--- src/stb_pkg.sv ---
// Store buffer defaults and drain FSM states, used by the top level and its submodules
package stb_pkg;

    // Buffer slots, power of two; one slot stays unused to tell full from empty
    parameter int STB_DEPTH_DEF = 8;

    // Cycles one cache write takes
    parameter int DRAIN_LAT_DEF = 3;

    // Data array size in words, power of two
    parameter int MEM_WORDS_DEF = 64;

    // Drain FSM
    typedef enum logic [1:0] {
        IDLE   = 2'd0,  // Waiting for a buffered store
        WRITE  = 2'd1,  // Head presented to the array, latency running
        COMMIT = 2'd2   // Array write and pop
    } drain_state_e;

endpackage

--- src/stb_drain_ctrl.sv ---
// Drain FSM that presents the buffer head for the write latency and then commits and pops it
`timescale 1ns/1ps

module stb_drain_ctrl #(
    parameter int DRAIN_LAT = stb_pkg::DRAIN_LAT_DEF
) (
    input  logic clk,
    input  logic rst_n,

    input  logic stb_empty,  // From the buffer

    output logic rd_sel,     // Present head
    output logic rd_en,      // Pop head
    output logic wr_en       // Array write
);

    // WRITE lasts DRAIN_LAT-1 cycles while the counter runs down to zero
    localparam int unsigned LAST  = (DRAIN_LAT > 1) ? DRAIN_LAT - 2 : 0;
    localparam int          CNT_W = (LAST > 1) ? $clog2(LAST + 1) : 1;

    // Latency 1 skips WRITE entirely
    localparam stb_pkg::drain_state_e START = (DRAIN_LAT > 1) ? stb_pkg::WRITE
                                                               : stb_pkg::COMMIT;

    stb_pkg::drain_state_e state;
    stb_pkg::drain_state_e state_nxt;
    logic [CNT_W-1:0]      lat_cnt;  // Remaining WRITE cycles minus one

    // Next state
    always_comb begin
        state_nxt = state;
        case (state)
            stb_pkg::IDLE: begin
                if (!stb_empty) state_nxt = START;
            end
            stb_pkg::WRITE: begin
                if (lat_cnt == '0) state_nxt = stb_pkg::COMMIT;
            end
            stb_pkg::COMMIT: begin
                state_nxt = stb_pkg::IDLE;  // Flags settle after the pop
            end
            default: begin
                state_nxt = stb_pkg::IDLE;
            end
        endcase
    end

    always_ff @(posedge clk or negedge rst_n) begin
        if (!rst_n) begin
            state <= stb_pkg::IDLE;
        end else begin
            state <= state_nxt;
        end
    end

    // Latency counter loaded on the way into WRITE
    always_ff @(posedge clk or negedge rst_n) begin
        if (!rst_n) begin
            lat_cnt <= '0;
        end else if (state != stb_pkg::WRITE) begin
            lat_cnt <= CNT_W'(LAST);
        end else if (lat_cnt != '0) begin
            lat_cnt <= lat_cnt - 1'b1;
        end
    end

    assign rd_sel = (state == stb_pkg::WRITE) || (state == stb_pkg::COMMIT);
    assign wr_en  = (state == stb_pkg::COMMIT);  // Commit strobe
    assign rd_en  = wr_en;                        // Pop on the same edge as the write

    // Head held for exactly the write latency before the commit
    assert property (@(posedge clk) disable iff (!rst_n)
        $rose(rd_sel) |-> ##(DRAIN_LAT-1) rd_en)
        else $error("commit not at write latency");

endmodule

--- config.mk ---
export PLATFORM = sky130hd
export DESIGN_NAME = stb_drain_ctrl
export DESIGN_NICKNAME = d
export VERILOG_FILES = /design/src/stb_pkg.sv /design/src/stb_drain_ctrl.sv
export SDC_FILE = /design/constraint.sdc
export NUM_CORES = 1
export LEC_CHECK = 0
export BUFFER_PORTS_ARGS = -buffer_cell sky130_fd_sc_hd__buf_2
export CAP_MARGIN = 25
export CORE_AREA = 2 2 39 41
export CTS_BUF_LIST = sky130_fd_sc_hd__clkbuf_16
export CTS_CLUSTER_DIAMETER = 200
export DETAILED_ROUTE_END_ITERATION = 8
export DIE_AREA = 0 0 41 43
export GPL_TIMING_DRIVEN = 0
export SYNTH_ARGS = -nofsm -noshare
export SYNTH_HDL_FRONTEND = slang
export SYNTH_SLANG_ARGS = --single-unit
--- constraint.sdc ---
create_clock -name clk -period 1.95 [get_ports clk]
set_clock_uncertainty 0.1 [all_clocks]
set_input_delay 0.0975 -clock clk [delete_from_list [all_inputs] [get_ports clk]]
set_output_delay 0.0975 -clock clk [all_outputs]
set_load 0.05 [all_outputs]
# [Yosys cells after proc, flatten, opt, wreduce, memory -nomap -nowiden]
# Cells that the tools add are included.
[totals] register_bits=3 in_bits=3 out_inout_bits=3
[op_classes] n_addsub=1 eq_ne=5 n_mux=5 reduce_logical=3
[op_table] cell="2-bit two-way mux" n=2
[op_table] cell="2-bit != test, second input constant" n=2
[op_table] cell="2-bit case mux with 2 select lines" n=1
[op_table] cell="2-bit by 1-bit == test with 1-bit output, second input constant" n=1
[op_table] cell="2-bit == test, second input constant" n=1
[op_table] cell="2-bit logical NOT" n=1
[op_table] cell="1-bit two-way mux" n=2
[op_table] cell="2-bit by 1-bit != test with 1-bit output, second input constant" n=1
[op_table] cell="2-bit AND reduction" n=1
[op_table] cell="1-bit logical OR" n=1
[op_table] cell="1-bit subtractor, second input constant" n=1

# [Logic depth before layout (Yosys ltp)]
[logic_depth] depth_word=3 depth_mapped=4 ltp_nobuf=4

# [Least setup slack after synthesis]
# Ideal clock, no wire load.
[synth_timing] kind="register to output" startpoint="register state[0]" endpoint="output wr_en" arrival_time_ns=1.248 required_time_ns=1.752 setup_slack_ns=0.504 path_stages_with_launch=4 path_buffers=1 cell_sequence="dfrtp_1 inv_1 ha_1 buf_4"
[synth_via] elab_chain_len=1
[synth_rtl] item="from (decl)" line="stb_drain_ctrl.sv:25" rtl="stb_pkg::drain_state_e state;"
[synth_rtl] item="from (signal assigned)" line="stb_drain_ctrl.sv:50" rtl="state <= stb_pkg::IDLE;"
[synth_rtl] item="from (signal assigned)" line="stb_drain_ctrl.sv:52" rtl="state <= state_nxt;"
[synth_rtl] item="2-bit == test" line="stb_drain_ctrl.sv:68" rtl="assign wr_en = (state == stb_pkg::COMMIT);"
[synth_rtl] item="to (decl)" line="stb_drain_ctrl.sv:14" rtl="output logic wr_en"
# Every way passes these cells.

# [Worst setup path in the final report]
# Ends and elaborated chain as after synthesis.

==> impl_metrics.csv <==
group,metric,value,unit
timing,worst_slack,502,ps
timing,min_period,1450,ps
drt,drt_first_iter_violations,1,
timing,tightestPinTransition,248,ps
timing,hold_viol_final,0,
drt,ant_nets,0,
placed_design,gp_congestion,0.612,
drt,drcViolationCount,0,
placed_design,io_buffers,5,
worst_setup_path,critical_path_class,"reg2out",
clocking,clk_pin_slew,30,ps
final_layout,multi_input_area,97.6,sq um
final_layout,layout_common_cells,"ha_1 (5), buf_2 (5), inv_1 (4), clkbuf_16 (3), dfrtp_1 (3)",
timing,max-slew-margin-rel,83.6,%
floorplan,die_w,41,microns
final_layout,n_antenna_cell,0,
global_route,first_global_vias,125,
global_route,grt_pass1_wl,531,microns
worst_setup_path,crit_buf_inv,3,
synth,ys_types,6,
global_route,grt_max_degree,5,
final_layout,final_area,325,sq um
floorplan,die_h,43,microns
worst_setup_path,crit_required,1750,ps
worst_setup_path,crit_slowest_cell,"dfrtp_1",
worst_setup_path,ff2ff_path_depth,4,
clocking,tritoncts,"yes",
final_layout,fillCellCount,148,
job,drv_cap,0,
clocking,worstSkewPairLatency,220,ps
global_route,antenna_found_initial,0,
worst_setup_path,crit_chain,"inv_1 > ha_1 > buf_4 > buf_2",
drt,vias,132,
outcome,status,"completed",
worst_setup_path,path_max_fanout,4,
final_layout,layout-drive-gt1-share,48.0,%
placed_design,dpl_cell_area,236,sq um
synth,ys_warn_count,0,
floorplan,initial_core_util,13.8,%
timing,setup_tns,0,ps
worst_setup_path,cp-end-kind,"output pin",
timing,fmax,691,MHz
final_layout,regArea,75.1,sq um
timing,rsz0062_at_grt,"no",
synth,synth_cells,15,
worst_setup_path,cp.arrival,1250,ps
final_layout,synthToLayoutAreaGrowth,69.9,%
floorplan,rows,14,
synth,synth_nets,23,
timing,setup_viol,0,
drt,dr.pass1.iters,2,
clocking,clockBufferDepth,2,
worst_setup_path,crit_family,"buffers and inverters",
synth,syn_area,191,sq um
placed_design,dp_slack,506,ps
synth,avgSynthCellArea,12.8,sq um
final_layout,nets,34,
placed_design,dp_hpwl,241,microns
drt,wl_per_cell,7.71,microns
timing,hold_slack,100,ps
clocking,ctsHtreeMaxLevel,1,
worst_setup_path,cp.depth,4,
clocking,cts_made_buffers,3,
clocking,cts_root_buf,"clkbuf_16",
floorplan,die_area,1760,sq um
clocking,clock-sinks,3,
synth,seq_area_frac_synth,39.2,%
floorplan,fp.coreArea,1380,sq um
min_path,hold_path_class,"in2async",
timing,period_share,74.2,%
worst_setup_path,start_kind,"register",
worst_setup_path,critPathMaxStageDelay,400,ps
timing,slew_viol_final,0,
drt,wl,316,microns
synth,synth.ff_latch_count,3,
floorplan,io-pin-count,6,
drt,via_per_inst,3.22,
global_route,grt_usage,5.42,%
global_route,grt-ovfl-total,0,
-- cell type report --
cell class / instances / share of cell area [%]
Buffer: 1 / 2.31
Timing Repair Buffer: 6 / 10.8
Inverter: 3 / 3.46
Sequential cell: 3 / 23.1
Tap cell: 16 / 6.15
Clock buffer: 3 / 23.1
Multi-Input combinational cell: 8 / 30.0
Clock inverter: 1 / 1.15
-- state kept, by name, indices dropped and copies added (netlist names) --
register and flops:
state 2, lat_cnt 1
-- metal layers --
| layer | up-vias | global-route usage, % | share of wire (%) | wire length (microns) |
|---|---|---|---|---|
| met5 | - | 0 | 0 | 0 |
| met4 | 0 | 8.00 | 8.2 | 26 |
| met3 | 4 | 4.71 | 14 | 45 |
| met2 | 8 | 5.00 | 34 | 107 |
| met1 | 55 | 5.47 | 43 | 137 |
| li1 | 65 | - | - | - |
-- final timing paths --
kind | startpoint | slack, ps | endpoint
worst max-delay path | state[0] | 500 | wr_en
worst min-delay path | rst_n | 100 | state[1]
worst max register to register | state[0] | 510 | state[0]
worst min register to register | state[1] | 430 | state[1]
max in group asynchronous | rst_n | 1540 | state[0]
min in group clk | stb_empty | 160 | state[1]
-- metrics by stage --
| stage | cells | utilization (%) |
|---|---|---|
| 3_3_place_gp | 36 | 17.1 |
| 4_1_cts | 41 | 23.5 |
| 6_report | 41 | 23.5 |
| 3_5_place_dp | 36 | 17.1 |
| 2_1_floorplan | 15 | - |
| 5_1_grt | 41 | 23.5 |
-- cell families after synthesis --
logic type      Yosys count  share of synthesized area [%]
compound gates            1                           6.53
fa+ha+maj                 5                           32.7
buf+inv                   4                           9.80
flops                     3                           39.2
mux                       2                           11.8
-- cells in the mapped netlist --
cell / n / area [sq um]
dfrtp_1: 3 / 75.1
inv_1: 3 / 11.3
buf_4: 1 / 7.51
mux2_2: 2 / 22.5
a22oi_2: 1 / 12.5
ha_1: 5 / 62.6
-- repair_timing --
item                      4_1_cts  5_1_grt
hold buffers                    1        0
buffers inserted                0        0
hold endpoints to repair        3        0
resized for setup               0        0
Power is not shown: default switching activity piles up to over one toggle a cycle in this logic, so the estimate is an artifact.
