===== src/cache_pkg.sv =====
// Cache word geometry shared by the store buffer, the forwarding path and the data array
package cache_pkg;

    // Byte address as seen by the LSU
    parameter int ADDR_WIDTH = 32;

    // One cache word
    parameter int DATA_WIDTH = 32;

    // One select bit per byte lane
    parameter int SEL_WIDTH = DATA_WIDTH / 8;

    // Byte lane width
    parameter int BYTE_WIDTH = DATA_WIDTH / SEL_WIDTH;

    // Low address bits that pick a byte inside a word, ignored for word aligned access
    parameter int WORD_OFFSET = $clog2(SEL_WIDTH);

    typedef logic [ADDR_WIDTH-1:0] addr_t;  // Byte address
    typedef logic [DATA_WIDTH-1:0] data_t;  // Cache word
    typedef logic [SEL_WIDTH-1:0]  sel_t;   // Byte mask

endpackage


===== src/stb_pkg.sv =====
// Store buffer defaults and drain FSM states, used by the top level and its submodules
package stb_pkg;

    // Buffer slots, power of two; one slot stays unused to tell full from empty
    parameter int STB_DEPTH_DEF = 8;

    // Cycles one cache write takes
    parameter int DRAIN_LAT_DEF = 3;

    // Data array size in words, power of two
    parameter int MEM_WORDS_DEF = 64;

    // Drain FSM
    typedef enum logic [1:0] {
        IDLE   = 2'd0,  // Waiting for a buffered store
        WRITE  = 2'd1,  // Head presented to the array, latency running
        COMMIT = 2'd2   // Array write and pop
    } drain_state_e;

endpackage


===== src/dcache_data_array.sv =====
// Always-hit cache data array; byte-masked writes from the drain path, combinational load read
`timescale 1ns/1ps

module dcache_data_array #(
    parameter int MEM_WORDS = stb_pkg::MEM_WORDS_DEF
) (
    input  logic             clk,
    input  logic             rst_n,

    // Write port, driven by the store buffer head
    input  logic             wr_en,
    input  cache_pkg::addr_t wr_addr,
    input  cache_pkg::data_t wr_data,
    input  cache_pkg::sel_t  wr_sel,

    // Read port for loads
    input  cache_pkg::addr_t rd_addr,
    output cache_pkg::data_t rd_data
);

    localparam int IDX_W  = $clog2(MEM_WORDS);
    localparam int OFF_W  = cache_pkg::WORD_OFFSET;
    localparam int BYTE_W = cache_pkg::BYTE_WIDTH;

    cache_pkg::data_t mem [MEM_WORDS];  // Word storage

    logic [IDX_W-1:0] wr_idx;  // Word index, upper address bits dropped
    logic [IDX_W-1:0] rd_idx;

    assign wr_idx = wr_addr[OFF_W +: IDX_W];
    assign rd_idx = rd_addr[OFF_W +: IDX_W];

    // Cleared at reset, byte lanes written under wr_sel
    always_ff @(posedge clk or negedge rst_n) begin
        if (!rst_n) begin
            for (int i = 0; i < MEM_WORDS; i++) begin
                mem[i] <= '0;
            end
        end else if (wr_en) begin
            for (int b = 0; b < cache_pkg::SEL_WIDTH; b++) begin
                if (wr_sel[b]) begin
                    mem[wr_idx][b*BYTE_W +: BYTE_W] <= wr_data[b*BYTE_W +: BYTE_W];
                end
            end
        end
    end

    assign rd_data = mem[rd_idx];  // Same-cycle read

    // A commit with no byte selected means the head was not presented
    assert property (@(posedge clk) disable iff (!rst_n) wr_en |-> (wr_sel != '0))
        else $error("array write with empty byte mask");

endmodule


===== config.mk =====
export PLATFORM = sky130hd
export DESIGN_NAME = dcache_data_array
export DESIGN_NICKNAME = d
export VERILOG_FILES = /design/src/cache_pkg.sv /design/src/stb_pkg.sv /design/src/dcache_data_array.sv
export SDC_FILE = /design/constraint.sdc
export NUM_CORES = 2
export LEC_CHECK = 0
export BUFFER_PORTS_ARGS = -buffer_cell sky130_fd_sc_hd__buf_4
export CORE_ASPECT_RATIO = 1.25
export CORE_UTILIZATION = 55
export DETAILED_ROUTE_END_ITERATION = 7
export GPL_ROUTABILITY_DRIVEN = 0
export MAX_ROUTING_LAYER = met4
export PLACE_DENSITY = 0.74
export SYNTH_ARGS = -nofsm -noshare
export SYNTH_HDL_FRONTEND = slang
export SYNTH_SLANG_ARGS = --single-unit

===== constraint.sdc =====
create_clock -name clk -period 1.4 [get_ports clk]
set_input_delay 0 -clock clk [delete_from_list [all_inputs] [get_ports clk]]
set_output_delay 0 -clock clk [all_outputs]
set_load 0.02 [all_outputs]

---- Word-level counts from Yosys, hierarchy flattened ----
Cells that the tools add are included.
storage, ports and cells
  memories ................................ 0
  word-level logic and storage cells ...... 92
  latch bits .............................. 0
  bits in writable memories ............... 0
  input bits .............................. 103
  bits in registers ....................... 2048
  output and inout bits ................... 32
  ROM bits ................................ 0
cells by class
  add/subtract/negate cells ............... 0
  shifts and indexed selects .............. 0
  $mul .................................... 0
  reductions and logical operators ........ 1
  magnitude comparators ................... 3
  divide/modulo/power cells ............... 0
  equality and inequality tests ........... 0
  bitwise gates (word level) .............. 2
  multiplexer cells ....................... 22
operator list
  operator                                                                       count
  2048-bit two-way mux                                                           7
  2048-bit bitwise mux                                                           4
  32-bit demux with 6-bit select                                                 4
  32-bit binary-select mux with 6-bit select                                     1
  32-bit two-way mux                                                             3
  24-bit two-way mux                                                             1
  16-bit two-way mux                                                             1
  7-bit greater-or-equal comparator (second input constant)                      2
  6-bit NOT with 7-bit output                                                    2
  8-bit two-way mux                                                              1
  7-bit by 1-bit less-than comparator with 1-bit output (second input constant)  1
  1-bit logical AND                                                              1

---- Depth between registers and ports, before layout ----
  depth after elaboration ................. 16
  mapped depth ............................ 10
  mapped depth without buffers ............ 5

---- Least setup slack after synthesis ----
No wires, ideal clock.
  kind .................................... input-to-output
  start ................................... in rd_addr[2]
  end ..................................... out rd_data[10]
  stages .................................. 10
  path slack .............................. -450 ps
  arrival ................................. 1850 ps
  buffers on the path ..................... 5
  data required time ...................... 1400 ps
  path through ............................ buf_6 -> buf_8 -> buf_8 -> buf_12 -> buf_12 -> mux2i_1 -> a22oi_1 -> nand3_1 -> o211ai_1 -> nor4bb_1
between the ends
  longest elaborated chain between the ends .. 4
ends and longest elaborated chain
  item                                                   line                     RTL
  start: declaration                                     dcache_data_array.sv:17  input cache_pkg::addr_t rd_addr,
  6-bit NOT with 7-bit output (not written as such)      dcache_data_array.sv:48  assign rd_data = mem[rd_idx];
  32-bit binary-select mux with 6-bit select             dcache_data_array.sv:48
  32-bit two-way mux (not written as such) (2 in a row)  dcache_data_array.sv:48
  end: declaration                                       dcache_data_array.sv:18  output cache_pkg::data_t rd_data
No other way between the ends. The select of a mux whose other input is x is not followed.

---- Final worst setup path ----
  start ................................... reg mem[818] in the netlist's numbering
  end ..................................... out rd_data[18]
between the ends
  longest elaborated chain between the ends .. 3
ends and longest elaborated chain
  item                                                   line                     RTL
  start: declaration                                     dcache_data_array.sv:25  cache_pkg::data_t mem [MEM_WORDS];
  start signal: indexed assignment                       dcache_data_array.sv:42  mem[wr_idx][b*BYTE_W +: BYTE_W] <= wr_data[b*BYTE_W +: BYTE_W];
  32-bit binary-select mux with 6-bit select             dcache_data_array.sv:48
  32-bit two-way mux (not written as such) (2 in a row)  dcache_data_array.sv:48
No other way between the ends. The select of a mux whose other input is x is not followed.

==> summary.md <==
| Metric | Value |
|---|---|
| Status | finished with violations |
| Failing checks | setup timing |
| GRT Util Overall | 0.3316 |
| Hold WC Path Type | in -> reg |
| DRT iter0 DRCs | about 4.9k |
| Synth Cell Area | 93350 µm² |
| Cell Area, Placed | 106300 µm² |
| Nets | between 6k and 7k |
| Cell count of the worst reg-to-reg path | 2 |
| Crit path time final | 2759 ps |
| DR vias | ~58k |
| Post-synth EDFFs | 0 |
| Syn_nets | approximately 6.0k |
| Setup CP Type | reg -> out |
| WHS Path Cells | 7 |
| R2R Path Start | mem[948] |
| Final setup fails | 63 |
| Post-DP HPWL | ~190000 µm |
| Critical Path Slowest Stage Cell | mux4_2 |
| Fin crit share | 1.971 |
| Cells after Synth | 5920 |
| Crit path launch type | register |
| Leak pwr | 53.65 nW |
| Antenna-violating nets left | 0 |
| Int Power | ~0.10 W |
| TritonCTS Buffers | 197 |
| Comb pwr share | 0.124 |
| CP startpoint | mem[818] |
| Via-to-Cell Ratio | 6.351 |
| Share of cells above drive strength 1 | 0.6169 |
| CTS Root Cell | clkbuf_16 |
| First-pass GRT wire length | between 400000 and 500000 µm |
| CP Depth | 7 |
| Pins Over Slew Limit | 0 |
| Die Wd | 370.5 µm |
| Peak supply drop | roughly 1100 µV |
| Sequential share of power | 0.478 |
| HP Start | wr_addr[4] |
| CP Capture Type | output port |
| Register area share after synthesis | 0.5490 |
| Synth async-reset ratio | 1.000 |
| Largest registers | mem x2048 |
| Vias in the first global route | 61.69k |
| Top_reg_cell synth | dfrtp_1 |
| Commonest non-fill, non-tap cell in the layout | dfrtp_1 |
| Crit-path max FO | 2 |
| Largest net degree at the start of global routing | slightly above 80 |
| Tot Pwr | 0.1390 W |
| Crit path buf inv count | 2 |
| Congestion Overflow GR | 0 |
| Count of final hold-check violations | 0 |
| I/O Buffers | just over 80 |
| Rel. slew slack | 0.4768 |
| Most flop-heavy register | mem |
| Worst Max-Slew Pin Slew | 784.8 ps |
| Initial antenna violation count | 11 |
| Max incr delay on CP | ~490 ps |
| Drt pass-1 iters | 6 |
| Register bit total from synthesis | about 2k |
| Worst endpoint required time | roughly 1400 ps |
| Finished Cell Area | 114900 µm² |
| Clock power share | 0.397 |
| Fin Hold WS | between 80 and 90 ps |
| Top cell family by delay on the critical path | multiplexers |
| Sw frac | 0.2445 |
| Critical-path cell list | mux4_2 > mux2i_2 > a21oi_1 > buf_4 > a31oi_4 > a221oi_4 > buf_6 |
| Post-synth cell types | 50 |
| Final wirelength | 267700 µm |
| Arr. time, crit path | around 2800 ps |
| Most frequent cells in the layout | dfrtp_1 (2048), mux2_2 (2019), buf_4 (605) |
| Area Growth Syn to Fin | 23.05% |
| Final design utilization | 0.6831 |
| Number of top-level pins | approximately 140 |
| Pwr Density | 1210 nW/µm² |
| Num Clock Sinks | ~2k |
| Htree depth | 4 |
| Clock latency on the worst-skew pair | around 840 ps |
| Starting Density | 0.5551 |
| Row cnt | approximately 170 |
| Die area | 171400 µm² |
| Die Y | roughly 460 µm |
| CTS Buffer Depth | 3 |
| Sw power | between 0.03 and 0.04 W |
| Core Area | between 150000 and 200000 µm² |
| Drt drc | 0 |
| Fmax | 362.4 MHz |
| Drt wl/cell | a little under 30 µm |
| Yosys Warn Count | 0 |
| Syn_area_per_cell | approximately 16 µm² |
| Final worst setup slack | -1359 ps |
| Reg clk slew, reported paths | roughly 60 ps |
| Final Skew | 0 ps |
| RSZ-0062 raised after global routing | yes |
| CTS tree | yes |
| Largest register FFs | 2048 |
| Max cap viols | 0 |
stage by stage:
stage,setup slack [ps],std cells,TNS [ps]
floorplan,-145.8,5920,-86270
global route,-1397,9062,-41200
finish,-1359,9063,-39620
CTS,-1363,9040,-39900
detailed placement,-1109,8646,-616140
global placement,-1129,8646,-574380
per-layer routing:
| metal | global-route usage | vias to the layer above | share of wire |
|---|---|---|---|
| met3 | 0.06124 | 576 | 0.064 |
| li1 | - | 23700 | - |
| met4 | 0.1389 | 0 | 0.048 |
| met1 | 0.4387 | 31460 | 0.40 |
| met5 | - | - | 0 |
| met2 | 0.5064 | 1823 | 0.48 |
logic make-up (layout without fill, tap and decap cells):
kind of cell | count (synthesis) | count (layout) | share of synthesized area
other | 0 | 8 | 0
AND/OR/NAND/NOR | 505 | 505 | 0.02650
buffers and inverters | 449 | 1374 | 0.02282
multiplexers | 2666 | 2666 | 0.3805
flip-flops | 2048 | 2048 | 0.5490
AO/OA/AOI/OAI | 252 | 252 | 0.02116
power by group through the flow:
| stage | logic (W) | clock network (W) | registers [W] |
|---|---|---|---|
| floorplan | 0.0103 | 0 | 0.0665 |
| global placement | 0.0159 | 0 | 0.0671 |
| detailed placement | 0.0163 | 0 | 0.0675 |
| CTS | 0.0172 | 0.0559 | 0.0664 |
| global route | 0.0183 | 0.0583 | 0.0670 |
| finish | 0.0173 | 0.0552 | 0.0665 |
cell type report:
type / count / area [µm²]
flip-flops and latches: 2048 / 51250
multi-input cells: 3423 / 42070
repair buffers: 1008 / 12030
well taps: 2210 / 2765
inverters: 3 / 13.76
fillers: 11020 / 53290
clock buffers: 292 / 5874
clock inverters: 71 / 844.6
diodes: 8 / 20.02
worst min-delay path: cells and delay by family:
family                 cells  cell delay, ps
buffers and inverters      3             390
AND/OR/NAND/NOR            3             350
multiplexers               1             150
path summary, 6_finish.rpt:
path                               end  slack, ps
max in group asynchronous     mem[809]         70
min in group asynchronous    mem[1825]        450
min                           mem[944]         90
max                        rd_data[18]      -1360
max reg2reg                   mem[948]         80
min reg2reg                  mem[1385]        490
timing repair:
item | in CTS | in global routing
pin swaps | 56 | 23
endpoints found under the setup margin | 32 | 202
resized for setup | 176 | 29
hold endpoints to repair | 4096 | 0
gates cloned | 0 | 2
hold buffers | 39 | 0
buffers inserted | 11 | 13
synthesized netlist by cell type, drive strengths merged, types with 2 or more instances:
| master | instances | share of area |
|---|---|---|
| nor3 | 4 | 0.00027 |
| mux2 | 2054 | 0.25 |
| and3 | 2 | 0.00013 |
| or3b | 7 | 0.00066 |
| inv | 2 | 0.000080 |
| nand3 | 28 | 0.0015 |
| nand2 | 199 | 0.0080 |
| dfrtp | 2048 | 0.55 |
| o22ai | 5 | 0.00034 |
| or3 | 4 | 0.00027 |
| and3b | 3 | 0.00028 |
| a221oi | 79 | 0.0074 |
| mux4 | 501 | 0.12 |
| nor3b | 4 | 0.00032 |
| a21oi | 28 | 0.0015 |
| buf | 170 | 0.012 |
| nor2 | 225 | 0.013 |
| o21ai | 5 | 0.00027 |
| and2 | 10 | 0.00067 |
| a31oi | 27 | 0.0018 |
| nand3b | 5 | 0.00040 |
| or2 | 3 | 0.00020 |
| nor2b | 7 | 0.00047 |
| mux2i | 111 | 0.012 |
| a22oi | 19 | 0.0015 |
| a211o | 2 | 0.00019 |
| o221ai | 24 | 0.0023 |
| o211ai | 7 | 0.00056 |
| clkbuf | 276 | 0.011 |
| a22o | 48 | 0.0045 |
| a221o | 2 | 0.00021 |
| nand2b | 3 | 0.00020 |
No activity file was read; power rests on OpenSTA's default activity.
