$ cat config.mk
export PLATFORM = sky130hd
export DESIGN_NAME = stb_entry_fifo
export DESIGN_NICKNAME = d
export VERILOG_FILES = /design/src/cache_pkg.sv /design/src/stb_pkg.sv /design/src/stb_entry_fifo.sv
export SDC_FILE = /design/constraint.sdc
export NUM_CORES = 1
export LEC_CHECK = 0
export ABC_AREA = 1
export CAP_MARGIN = 20
export CORE_AREA = 2 2 282 284
export CTS_BUF_LIST = sky130_fd_sc_hd__clkbuf_16
export CTS_CLUSTER_SIZE = 12
export DETAILED_ROUTE_END_ITERATION = 8
export DIE_AREA = 0 0 284 286
export DONT_BUFFER_PORTS = 1
export GPL_TIMING_DRIVEN = 0
export HOLD_SLACK_MARGIN = 0.15
export PLACE_DENSITY = 0.5
export SYNTH_ARGS = -nofsm -noshare
export SYNTH_HDL_FRONTEND = slang
export SYNTH_SLANG_ARGS = --single-unit
export TNS_END_PERCENT = 20
$ cat constraint.sdc
create_clock -name clk -period 12.79 [get_ports clk]
set_input_delay 0 -clock clk [delete_from_list [all_inputs] [get_ports clk]]
set_output_delay 0 -clock clk [all_outputs]
set_load 0.01 [all_outputs]
$ cat src/cache_pkg.sv
// Cache word geometry shared by the store buffer, the forwarding path and the data array
package cache_pkg;

    // Byte address as seen by the LSU
    parameter int ADDR_WIDTH = 32;

    // One cache word
    parameter int DATA_WIDTH = 32;

    // One select bit per byte lane
    parameter int SEL_WIDTH = DATA_WIDTH / 8;

    // Byte lane width
    parameter int BYTE_WIDTH = DATA_WIDTH / SEL_WIDTH;

    // Low address bits that pick a byte inside a word, ignored for word aligned access
    parameter int WORD_OFFSET = $clog2(SEL_WIDTH);

    typedef logic [ADDR_WIDTH-1:0] addr_t;  // Byte address
    typedef logic [DATA_WIDTH-1:0] data_t;  // Cache word
    typedef logic [SEL_WIDTH-1:0]  sel_t;   // Byte mask

endpackage

$ cat src/stb_pkg.sv
// Store buffer defaults and drain FSM states, used by the top level and its submodules
package stb_pkg;

    // Buffer slots, power of two; one slot stays unused to tell full from empty
    parameter int STB_DEPTH_DEF = 8;

    // Cycles one cache write takes
    parameter int DRAIN_LAT_DEF = 3;

    // Data array size in words, power of two
    parameter int MEM_WORDS_DEF = 64;

    // Drain FSM
    typedef enum logic [1:0] {
        IDLE   = 2'd0,  // Waiting for a buffered store
        WRITE  = 2'd1,  // Head presented to the array, latency running
        COMMIT = 2'd2   // Array write and pop
    } drain_state_e;

endpackage

$ cat src/stb_entry_fifo.sv
// Circular store buffer; entries written on the LSU strobe, popped by the drain FSM
`timescale 1ns/1ps

module stb_entry_fifo #(
    parameter int STB_DEPTH = stb_pkg::STB_DEPTH_DEF
) (
    input  logic                          clk,
    input  logic                          rst_n,

    // Store from the LSU
    input  logic                          wr_en,
    input  cache_pkg::addr_t              st_addr,
    input  cache_pkg::data_t              st_wdata,
    input  cache_pkg::sel_t               st_sel,

    // Drain FSM
    input  logic                          rd_en,      // Pop head
    input  logic                          rd_sel,     // Present head

    // Head entry toward the data array
    output cache_pkg::addr_t              head_addr,
    output cache_pkg::data_t              head_wdata,
    output cache_pkg::sel_t               head_sel,

    // Whole buffer toward load forwarding
    output cache_pkg::addr_t              entry_addr  [STB_DEPTH],
    output cache_pkg::data_t              entry_wdata [STB_DEPTH],
    output cache_pkg::sel_t               entry_sel   [STB_DEPTH],
    output logic [$clog2(STB_DEPTH)-1:0]  rd_index,
    output logic [$clog2(STB_DEPTH)-1:0]  wr_index,

    output logic                          stb_full,
    output logic                          stb_empty
);

    localparam int IDX_W = $clog2(STB_DEPTH);

    logic [IDX_W-1:0] wr_index_nxt;  // Slot after the write index, wraps

    // Write index, wraps on its own since depth is a power of two
    always_ff @(posedge clk or negedge rst_n) begin
        if (!rst_n) begin
            wr_index <= '0;
        end else if (wr_en) begin
            wr_index <= wr_index_nxt;
        end
    end

    // Read index
    always_ff @(posedge clk or negedge rst_n) begin
        if (!rst_n) begin
            rd_index <= '0;
        end else if (rd_en) begin
            rd_index <= rd_index + 1'b1;
        end
    end

    // Entry storage, payload only
    always_ff @(posedge clk) begin
        if (wr_en) begin
            entry_addr[wr_index]  <= st_addr;
            entry_wdata[wr_index] <= st_wdata;
            entry_sel[wr_index]   <= st_sel;
        end
    end

    // Head is zero while the drain FSM is not writing
    always_comb begin
        if (rd_sel) begin
            head_addr  = entry_addr[rd_index];
            head_wdata = entry_wdata[rd_index];
            head_sel   = entry_sel[rd_index];
        end else begin
            head_addr  = '0;
            head_wdata = '0;
            head_sel   = '0;
        end
    end

    assign wr_index_nxt = wr_index + 1'b1;
    assign stb_full     = (wr_index_nxt == rd_index);  // Writer one step behind reader
    assign stb_empty    = (wr_index == rd_index);

    // LSU must hold stores off while full
    assert property (@(posedge clk) disable iff (!rst_n) wr_en |-> !stb_full)
        else $error("store strobe while buffer full");

    // Drain FSM pops only a real entry
    assert property (@(posedge clk) disable iff (!rst_n) rd_en |-> !stb_empty)
        else $error("pop while buffer empty");

endmodule

Yosys cells after proc, flatten, opt, wreduce, memory -nomap -nowiden
Cells that the tools add are included.
- reductions and logical operators: 1
- eq/ne operators: 2
- bitwise gates (word level): 2
- magnitude comparators: 3
- add/subtract/negate cells: 2
- multiplexer cells: 19
- operators with widths (kind ; number):
    bitwise mux 256 bit ; 2
    two-way mux 32 bit ; 7
    binary-select mux 32 bit (select 3 bit) ; 2
    demux 32 bit (select 3 bit) ; 1
    bitwise mux 32 bit ; 1
    two-way mux 4 bit ; 4
    binary-select mux 4 bit (select 3 bit) ; 1
    demux 4 bit (select 3 bit) ; 1
    greater-or-equal comparator 4 bit, second input constant ; 2
    inverter 3 -> 4 bit ; 2
    adder 3 x 1 -> 3 bit, second input constant ; 2
    == test 3 bit ; 2
    < comparator 4 x 1 -> 1 bit, second input constant ; 1
    logical AND 1 bit ; 1
- bits of input ports: 73
- word-level logic and storage cells: 55
- register bits: 550
- output and inout port bits: 620

Logic depth before layout (Yosys ltp)
Gate-level depths: netlist (run 1).
- depth in word-level cells: 6
- depth in mapped cells: 10
- mapped depth without buffers: 6

Worst setup path after synthesis (run 1)
OpenSTA, ideal clock, no wires.
- path kind: reg-to-reg
- start: register wr_index[0] (netlist name)
- end: register entry_addr[100] (netlist bit), enable pin
- path buffers: 0
- period minus slack after synthesis: 4150 ps
- setup slack: 8640 ps
- data arrival time: 3655 ps
- stages on the path, launching flop included: 3
- data required time: 12296 ps
- library setup time: 494 ps
- cell sequence: dfrtp_1 > or2_2 > nor2_1
- RTL lines (element ; RTL line ; source):
    end signal: indexed assignment ; stb_entry_fifo.sv:61 ; entry_addr[wr_index] <= st_addr;
    end: declaration ; stb_entry_fifo.sv:26 ; output cache_pkg::addr_t entry_addr [STB_DEPTH],

Worst setup path in the final report (run 1)
- start: register rd_index[2]
- end: output head_addr[31]
- longest elaborated chain between the ends: 5
- ends and longest elaborated chain (element ; RTL line ; source):
    start: declaration ; stb_entry_fifo.sv:29 ; output logic [$clog2(STB_DEPTH)-1:0] rd_index,
    start signal: assignment ; stb_entry_fifo.sv:54 ; rd_index <= rd_index + 1'b1;
    inverter 3 -> 4 bit (implied by the code) ; stb_entry_fifo.sv:70 ; head_addr = entry_addr[rd_index];
    binary-select mux 32 bit (select 3 bit) ; stb_entry_fifo.sv:70 ;
    two-way mux 32 bit (implied by the code) (2 in a row) ; stb_entry_fifo.sv:70 ;
    two-way mux 32 bit ; stb_entry_fifo.sv:69 ; if (rd_sel) begin
    end: declaration ; stb_entry_fifo.sv:21 ; output cache_pkg::addr_t head_addr,
No other way between the ends. The select of a mux whose other input is x is not followed.

==> results of run 1 <==
## logic make-up after synthesis
group	count (synthesis)	share of synthesized area, %
adder cells (fa/ha/maj)	2	0.1039
XOR/XNOR	8	0.2908
AO/OA/AOI/OAI	2	0.04155
buffers and inverters	665	10.98
flip-flops	550	68.43
AND/OR/NAND/NOR	1179	20.15
## metrics by stage
| stage | hold slack [ns] | cell area [µm²] | utilization (%) |
|---|---|---|---|
| after floorplan | -0.2956 | 24090 | - |
| after global placement | -0.2949 | 25410 | 32.42 |
| after detailed placement | -0.2948 | 26000 | 33.18 |
| after CTS | 0.1584 | 28490 | 36.37 |
| after global routing | 0.1999 | 28490 | 36.37 |
| final | 0.2026 | 28500 | 36.38 |
## power by group through the flow
stage               sequential (mW)  combinational [mW]  clock, mW
finish                         2.41                2.26       1.59
global route                   2.42                2.47       1.69
CTS                            2.41                2.29       1.62
detailed placement             2.45                2.24          0
global placement               2.49                2.15          0
floorplan                      2.39                1.30          0
## cells in the mapped netlist, drive strengths merged
cell type,number,area [µm²]
nand2,692,2597
xnor2,1,8.760
nor3,1,5.000
xor2,7,61.31
buf,86,473.0
nor2,145,544.3
edfxtp,544,16340
inv,551,2068
nand3,340,1702
o21ai,2,10.01
dfrtp,6,150.1
ha,2,25.02
clkbuf,28,105.1
or2,1,6.260
## worst reg2reg max path, cell delays in order (launching register included)
cell     delay [ns]
dfrtp_1        0.57
nand2_1        0.32
nor2_4         0.84
buf_12         0.29
buf_12         0.24
## how the worst min path moves through the flow
stage | start | end | slack, ns | depth (start not counted)
2_1_floorplan | rst_n | rd_index[0] | -0.30 | 0
3_3_place_gp | rst_n | rd_index[1] | -0.29 | 0
3_5_place_dp | rst_n | wr_index[2] | -0.29 | 0
4_1_cts | rd_en | rd_index[1] | 0.16 | 2
5_1_grt | st_addr[16] | entry_addr[112] | 0.20 | 1
6_report | rd_en | rd_index[1] | 0.20 | 2
## registers in the layout, summed over array words and instances, names as in the netlist
signal       flops
entry_sel       32
wr_index         3
entry_addr     256
rd_index         3
entry_wdata    256
## area by class of cell
type / instances / area (µm²)
fillers: 7906 / 49850
flip-flops and latches: 550 / 16490
multi-input cells: 1191 / 5020
inverters: 551 / 2068
clock buffers: 61 / 1526
well taps: 1050 / 1314
repair buffers: 99 / 1271
plain buffers: 114 / 578.1
clock inverters: 44 / 231.5
diodes: 3 / 7.507
## routing by layer
| metal | vias up | GRT usage (%) |
|---|---|---|
| met2 | 949 | 38.23 |
| li1 | 7870 | - |
| met4 | 2 | 7.447 |
| met3 | 182 | 9.019 |
| met5 | - | 0 |
| met1 | 8543 | 27.81 |
==> results.cfg, run 1 <==
[critical_path]
worst-path-max-fanout = 10
series_of_cell_instances_along_the_critical_path = clkbuf_1, buf_2, nor2_1, nor2_1
end_kind = output port
timing.critical_path.from = rd_index[2]
worstSetupPathDepth = 4
crit_path_buf_inv_count = 2
timing.critical_path.to = head_addr[31]
worst_reg2reg_startpoint = wr_index[0]
setup.reg_to_reg.worst_slack_ns = 10.20
worstRegToRegCells = 4
critPathArrivalTime_ns = 3.28
crit-reg2reg-capture = entry_addr[213]
cp_slowest_cell = clkbuf_1
timing.critical_path.max_delay_family = buffers and inverters
path_class = reg -> out
critPathMostFrequentCell = nor2_1
critPathLaunchType = flop
cp_slowest_stage_delay_ns = 0.87
worst_ep_required_time_ns = 12.79

[floorplan]
initial_core_util_pct = 30.75
placeable_area_um2 = 78360
die_h_um = 286
pin_count = 693
die-width_um = 284
std_cell_rows = 103
design.die.area_um2 = 81220

[clock_network]
clock_latency_ns = 0.62
htreeDepth = 2
clkTransAtPathRegs_ns = 0.06
cts-buffers-inserted = 60
tritoncts_clock_tree = yes
cts_setup_buffers = 0
number_of_buffers_inserted_for_hold_repair_after_clock_tree_synthesis = 74
clk_path_buf_depth = 3
cts.repair.resized = 0
clockRootBuffer = clkbuf_16
clock_net_sink_count = 550

[finish]
most_common_cell_after_layout_fill_and_taps_aside = nand2_1
layout-drive-gt1-share_pct = 6.897
mostFrequentLayoutCells = nand2_1 (692), inv_1 (565), edfxtp_1 (544)
layout.cells.non_filler = 3663
num-nets-final = 2642
area_growth_syn_to_layout_pct = 18.31

[sta]
total_of_endpoints_with_negative_setup_slack_in_the_final_report = 0
finalWorstSetupSlack_ns = 9.514
relSlewSlack_pct = 25.89
report.final.slew_viol_count = 0
final.period_utilization_pct = 25.62
fin_crit_ns = 3.276
timing.final.hold_violations = 0
maximum_clock_skew_at_final_layout_ns = 0.01211
unrepaired_setup_endpoints_after_global_routing = no
fin_tns_setup_ns = 0
timing.fmax_mhz = 305.2
tightest_slew_ns = 1.112

[power]
power.sequential.fraction_pct = 38.4
power.share.clock_pct = 25.4
combPwrFrac_pct = 36.2
power.net_switching_mw = 2.610
internal_power_mw = 3.647
maximum_vdd_drop_mv = 0.1286
powerDensity_nw_per_um2 = 219.6
leakagePower_nw = 12.50
power_mw = 6.258
netSwitchingFraction_pct = 41.72

[detailed_routing]
route.met3.wl_um = 11200
highest-signal-layer = met5
routed-wl-met2_um = 46180
routed_wirelength_um = 97570
met1_wl_um = 37040
antenna_left = 0
via_count_of_the_routed_design = 17546
drc_errors = 0
routed_wire_length_per_instance_um = 26.64
initialDrtViolationCount = 1464
detail_route.first_pass.iterations = 5
route.detailed.vias_per_inst = 4.790

[global_routing]
first_global_vias = 17374
grt_max_degree = 25
grt_antenna_before_repair = 7
globalRoute.totalOverflow = 0
grtUsageTotal_pct = 23.16
grt_pass1_wl_um = 134100

[place]
detailedPlace.worstSlack_ns = 9.979
place.detailed.instances = 3481
place.detailed.hpwl_um = 69530
place.gp.congestion = 0.9542
numPortBuffers = 0

[logic_synthesis]
postSynthRegisterBits = 550
synthesis.nets = 2481
syn-mean-instance-area_um2 = 10.01
syn_inst = 2406
synthDistinctLibCells = 18
synth_seq_area_share_pct = 68.43
synthesis.area_um2 = 24090
yosysWarningCount = 0

[hold_path]
hold_path.class = in -> reg

[run_status]
run_status = finished, final reports clean

[run]
max_cap_violations = 0
Note: power is estimated with default switching activity, not from simulation.
==> run 2: changes to the inputs <==
Settings changed: ABC_AREA 1 to 0, CORE_AREA 2 2 282 284 to 2 2 269 271, DIE_AREA 0 0 284 286 to 0 0 271 273, PLACE_DENSITY 0.5 to 0.52.
Clock period 12.79 ns to 3 ns, I/O delays scaled along.
==> run 2 against run 1 <==
Compared with the run above:
- synthesized cell count fell by 56%
- worst hold slack lost 0.0037 ns
- total power increased to 4.1 times the previous value
- clock power grew to 4.2 times the previous value
- final cell count decreased by 40%
- utilization rose by 0.45 points
- clock-buffer cell count fell by 2
- register-to-register slack worse by 9.9 ns
- clock skew shrank 0.0012 ns
- sequential cell count did not move
- critical endpoint is now head_wdata[17]
==> results.cfg, run 2 <==
[run_status]
run_status = finished, final reports clean

[logic_synthesis]
syn-mean-instance-area_um2 = 20.72
postSynthRegisterBits = 550
ys.flop_type = edfxtp_1
netlist_top_cells_area = edfxtp_1 (75%), mux4_2 (7.0%), a221oi_2 (4.6%)
postSynth.asyncResetShare_pct = 1.091
synth_enable_flop_cells = 544
yosysMostFrequentCell = edfxtp_1
synth_largest_type_area_fraction_pct = 75.01
synthesis.area_um2 = 21780
synthesis.nets = 1126
synthDistinctLibCells = 27
list_of_most_frequent_post_synthesis_cells = edfxtp_1 (544), mux2_2 (69)
synth_seq_area_share_pct = 75.70
yosysWarningCount = 0
syn_inst = 1051
synth_area_leader_cell = edfxtp_1

[floorplan]
die_h_um = 273
die-width_um = 271
placeable_area_um2 = 71000
initial_core_util_pct = 30.67
std_cell_rows = 98
design.die.area_um2 = 73980
pin_count = 693

[finish]
multi_input_comb_area_um2 = 4629
final_core_util_pct = 36.83
num-nets-final = 1290
layout_top_registers = entry_addr x256, entry_wdata x256, entry_sel x32
layout.cells.non_filler = 2210
fillCellCount = 6539
mostFrequentLayoutCells = edfxtp_1 (544), inv_1 (85), dlygate4sd3_1 (74)
layout-drive-gt1-share_pct = 28.73
sequential_cell_area_um2 = 16490
area_growth_syn_to_layout_pct = 20.06
antenna_fix_cells = 0
most_common_cell_after_layout_fill_and_taps_aside = edfxtp_1

[sta]
finalWorstSetupSlack_ns = 0.1907
report.final.slew_viol_count = 0
relSlewSlack_pct = 33.95
tightest_slew_ns = 0.9907
fin_crit_ns = 2.809
final.period_utilization_pct = 93.64
timing.final.hold_violations = 0
timing.fmax_mhz = 356.0
unrepaired_setup_endpoints_after_global_routing = no
maximum_clock_skew_at_final_layout_ns = 0.01087
total_of_endpoints_with_negative_setup_slack_in_the_final_report = 0
final.hold.worst_slack_ns = 0.1989

[clock_network]
clock_latency_ns = 0.60
clockRootBuffer = clkbuf_16
cts_setup_buffers = 0
cts-buffers-inserted = 59
clock_net_sink_count = 550
clkTransAtPathRegs_ns = 0.06
htreeDepth = 2
tritoncts_clock_tree = yes
clk_path_buf_depth = 3

[critical_path]
path_class = reg -> out
critPathArrivalTime_ns = 2.81
worst_reg2reg_startpoint = wr_index[2]
timing.critical_path.max_delay_family = buffers and inverters
setup.reg_to_reg.worst_slack_ns = 0.31
cp_slowest_stage_delay_ns = 0.48
worst-path-max-fanout = 10
worst_ep_required_time_ns = 3.00
worstRegToRegCells = 5
critPathLaunchType = flop
end_kind = output port
series_of_cell_instances_along_the_critical_path = buf_6, nand2b_4, buf_4, buf_2, o21ai_0, a221oi_2
crit-reg2reg-capture = entry_wdata[227]
crit_path_buf_inv_count = 3
cp_slowest_cell = dfrtp_1

[power]
leakagePower_nw = 8.684
maximum_vdd_drop_mv = 0.5834
powerDensity_nw_per_um2 = 984.8

[detailed_routing]
detail_route.first_pass.iterations = 5
initialDrtViolationCount = 1067
via_count_of_the_routed_design = 11681
antenna_left = 0
routed_wire_length_per_instance_um = 34.00
route.detailed.vias_per_inst = 5.286
drc_errors = 0
routed_wirelength_um = 75140

[place]
detailedPlace.worstSlack_ns = 0.3191
numPortBuffers = 0
place.detailed.instances = 2030
place.gp.congestion = 0.8514
place.detailed.hpwl_um = 54150

[global_routing]
grtUsageTotal_pct = 19.45
grt_max_degree = 26
grt_pass1_wl_um = 102000
grt_antenna_before_repair = 0
first_global_vias = 11909
globalRoute.totalOverflow = 0

[hold_path]
whs_endpoint = wr_index[0]
hold_path.class = in -> reg
worstHoldStart = wr_en
worstHoldPathCells = 2

[run]
max_cap_violations = 0
-- run 2: changes by cell type after synthesis, sizes merged, moves of 49 or more --
cell,delta
mux2,+70
buf,-49
a221oi,+68
o21ai,+66
inv,-483
mux2i,+68
nand3,-340
nor2,-138
nand2,-688
mux4,+68
-- run 2: area by class of cell --
class,count,area share (%)
plain buffers,61,1.866
clock buffers,59,5.647
clock inverters,47,1.062
inverters,68,0.9763
multi-input cells,372,17.71
flip-flops and latches,550,63.06
well taps,950,4.546
repair buffers,103,5.140
-- run 2: what timing repair did --
| action | CTS | global route |
|---|---|---|
| hold buffers | 74 | 0 |
| gates resized for setup | 3 | 1 |
| endpoints found under the setup margin | 61 | 1 |
| hold endpoints to repair | 636 | 0 |
-- run 2: kinds of logic (layout without fill, tap and decap cells) --
group / after synthesis / count (layout) / synth area share, %
adder cells (fa/ha/maj): 2 / 2 / 0.1149
XOR/XNOR: 9 / 9 / 0.3619
multiplexers: 206 / 206 / 13.78
buffers and inverters: 129 / 338 / 3.373
AO/OA/AOI/OAI: 136 / 136 / 6.222
flip-flops: 550 / 550 / 75.70
AND/OR/NAND/NOR: 19 / 19 / 0.4481
-- run 2: through the flow --
stage,instance area (µm²),power [mW],TNS (ns)
floorplan,21810,15.96,-45.16
global placement,23000,18.91,-1246.45
detailed placement,23640,19.18,0
CTS,26140,26.06,0
global route,26150,26.75,0
finish,26150,25.75,0
-- run 2: worst reg2reg max path, delay by kind of cell, from the launching register on --
family | cells | cell delay, ns
AND/OR/NAND/NOR | 2 | 1.16
flip-flops | 1 | 0.50
buffers and inverters | 3 | 0.71
-- run 2: worst max-delay path by stage --
stage                start               end  slack (ns)  cells after the start
5_1_grt        rd_index[0]    head_wdata[17]        0.03                      6
4_1_cts        rd_index[0]    head_wdata[10]        0.05                      6
3_3_place_gp   wr_index[0]  entry_wdata[200]       -2.67                      3
2_1_floorplan  wr_index[0]     entry_addr[0]       -0.13                      3
6_report       rd_index[0]    head_wdata[17]        0.19                      6
3_5_place_dp   wr_index[2]  entry_wdata[228]        0.32                      5
-- run 2: per-layer routing --
metal / vias up / global-route usage, % / share of wire, %
met5: - / 0 / 0
met3: 118 / 7.003 / 10
met2: 706 / 33.84 / 51
met1: 6243 / 22.45 / 36
met4: 0 / 5.830 / 2.6
li1: 4614 / - / -
-- run 2: where the power goes --
| part | switching, mW | internal (mW) | total [mW] | leakage (nW) |
|---|---|---|---|---|
| combinational | 5.03 | 3.11 | 8.14 | 2.74 |
| sequential | 1.22 | 9.70 | 10.9 | 5.01 |
| clock | 2.98 | 3.72 | 6.70 | 0.935 |
| total | 9.22 | 16.5 | 25.7 | 8.68 |
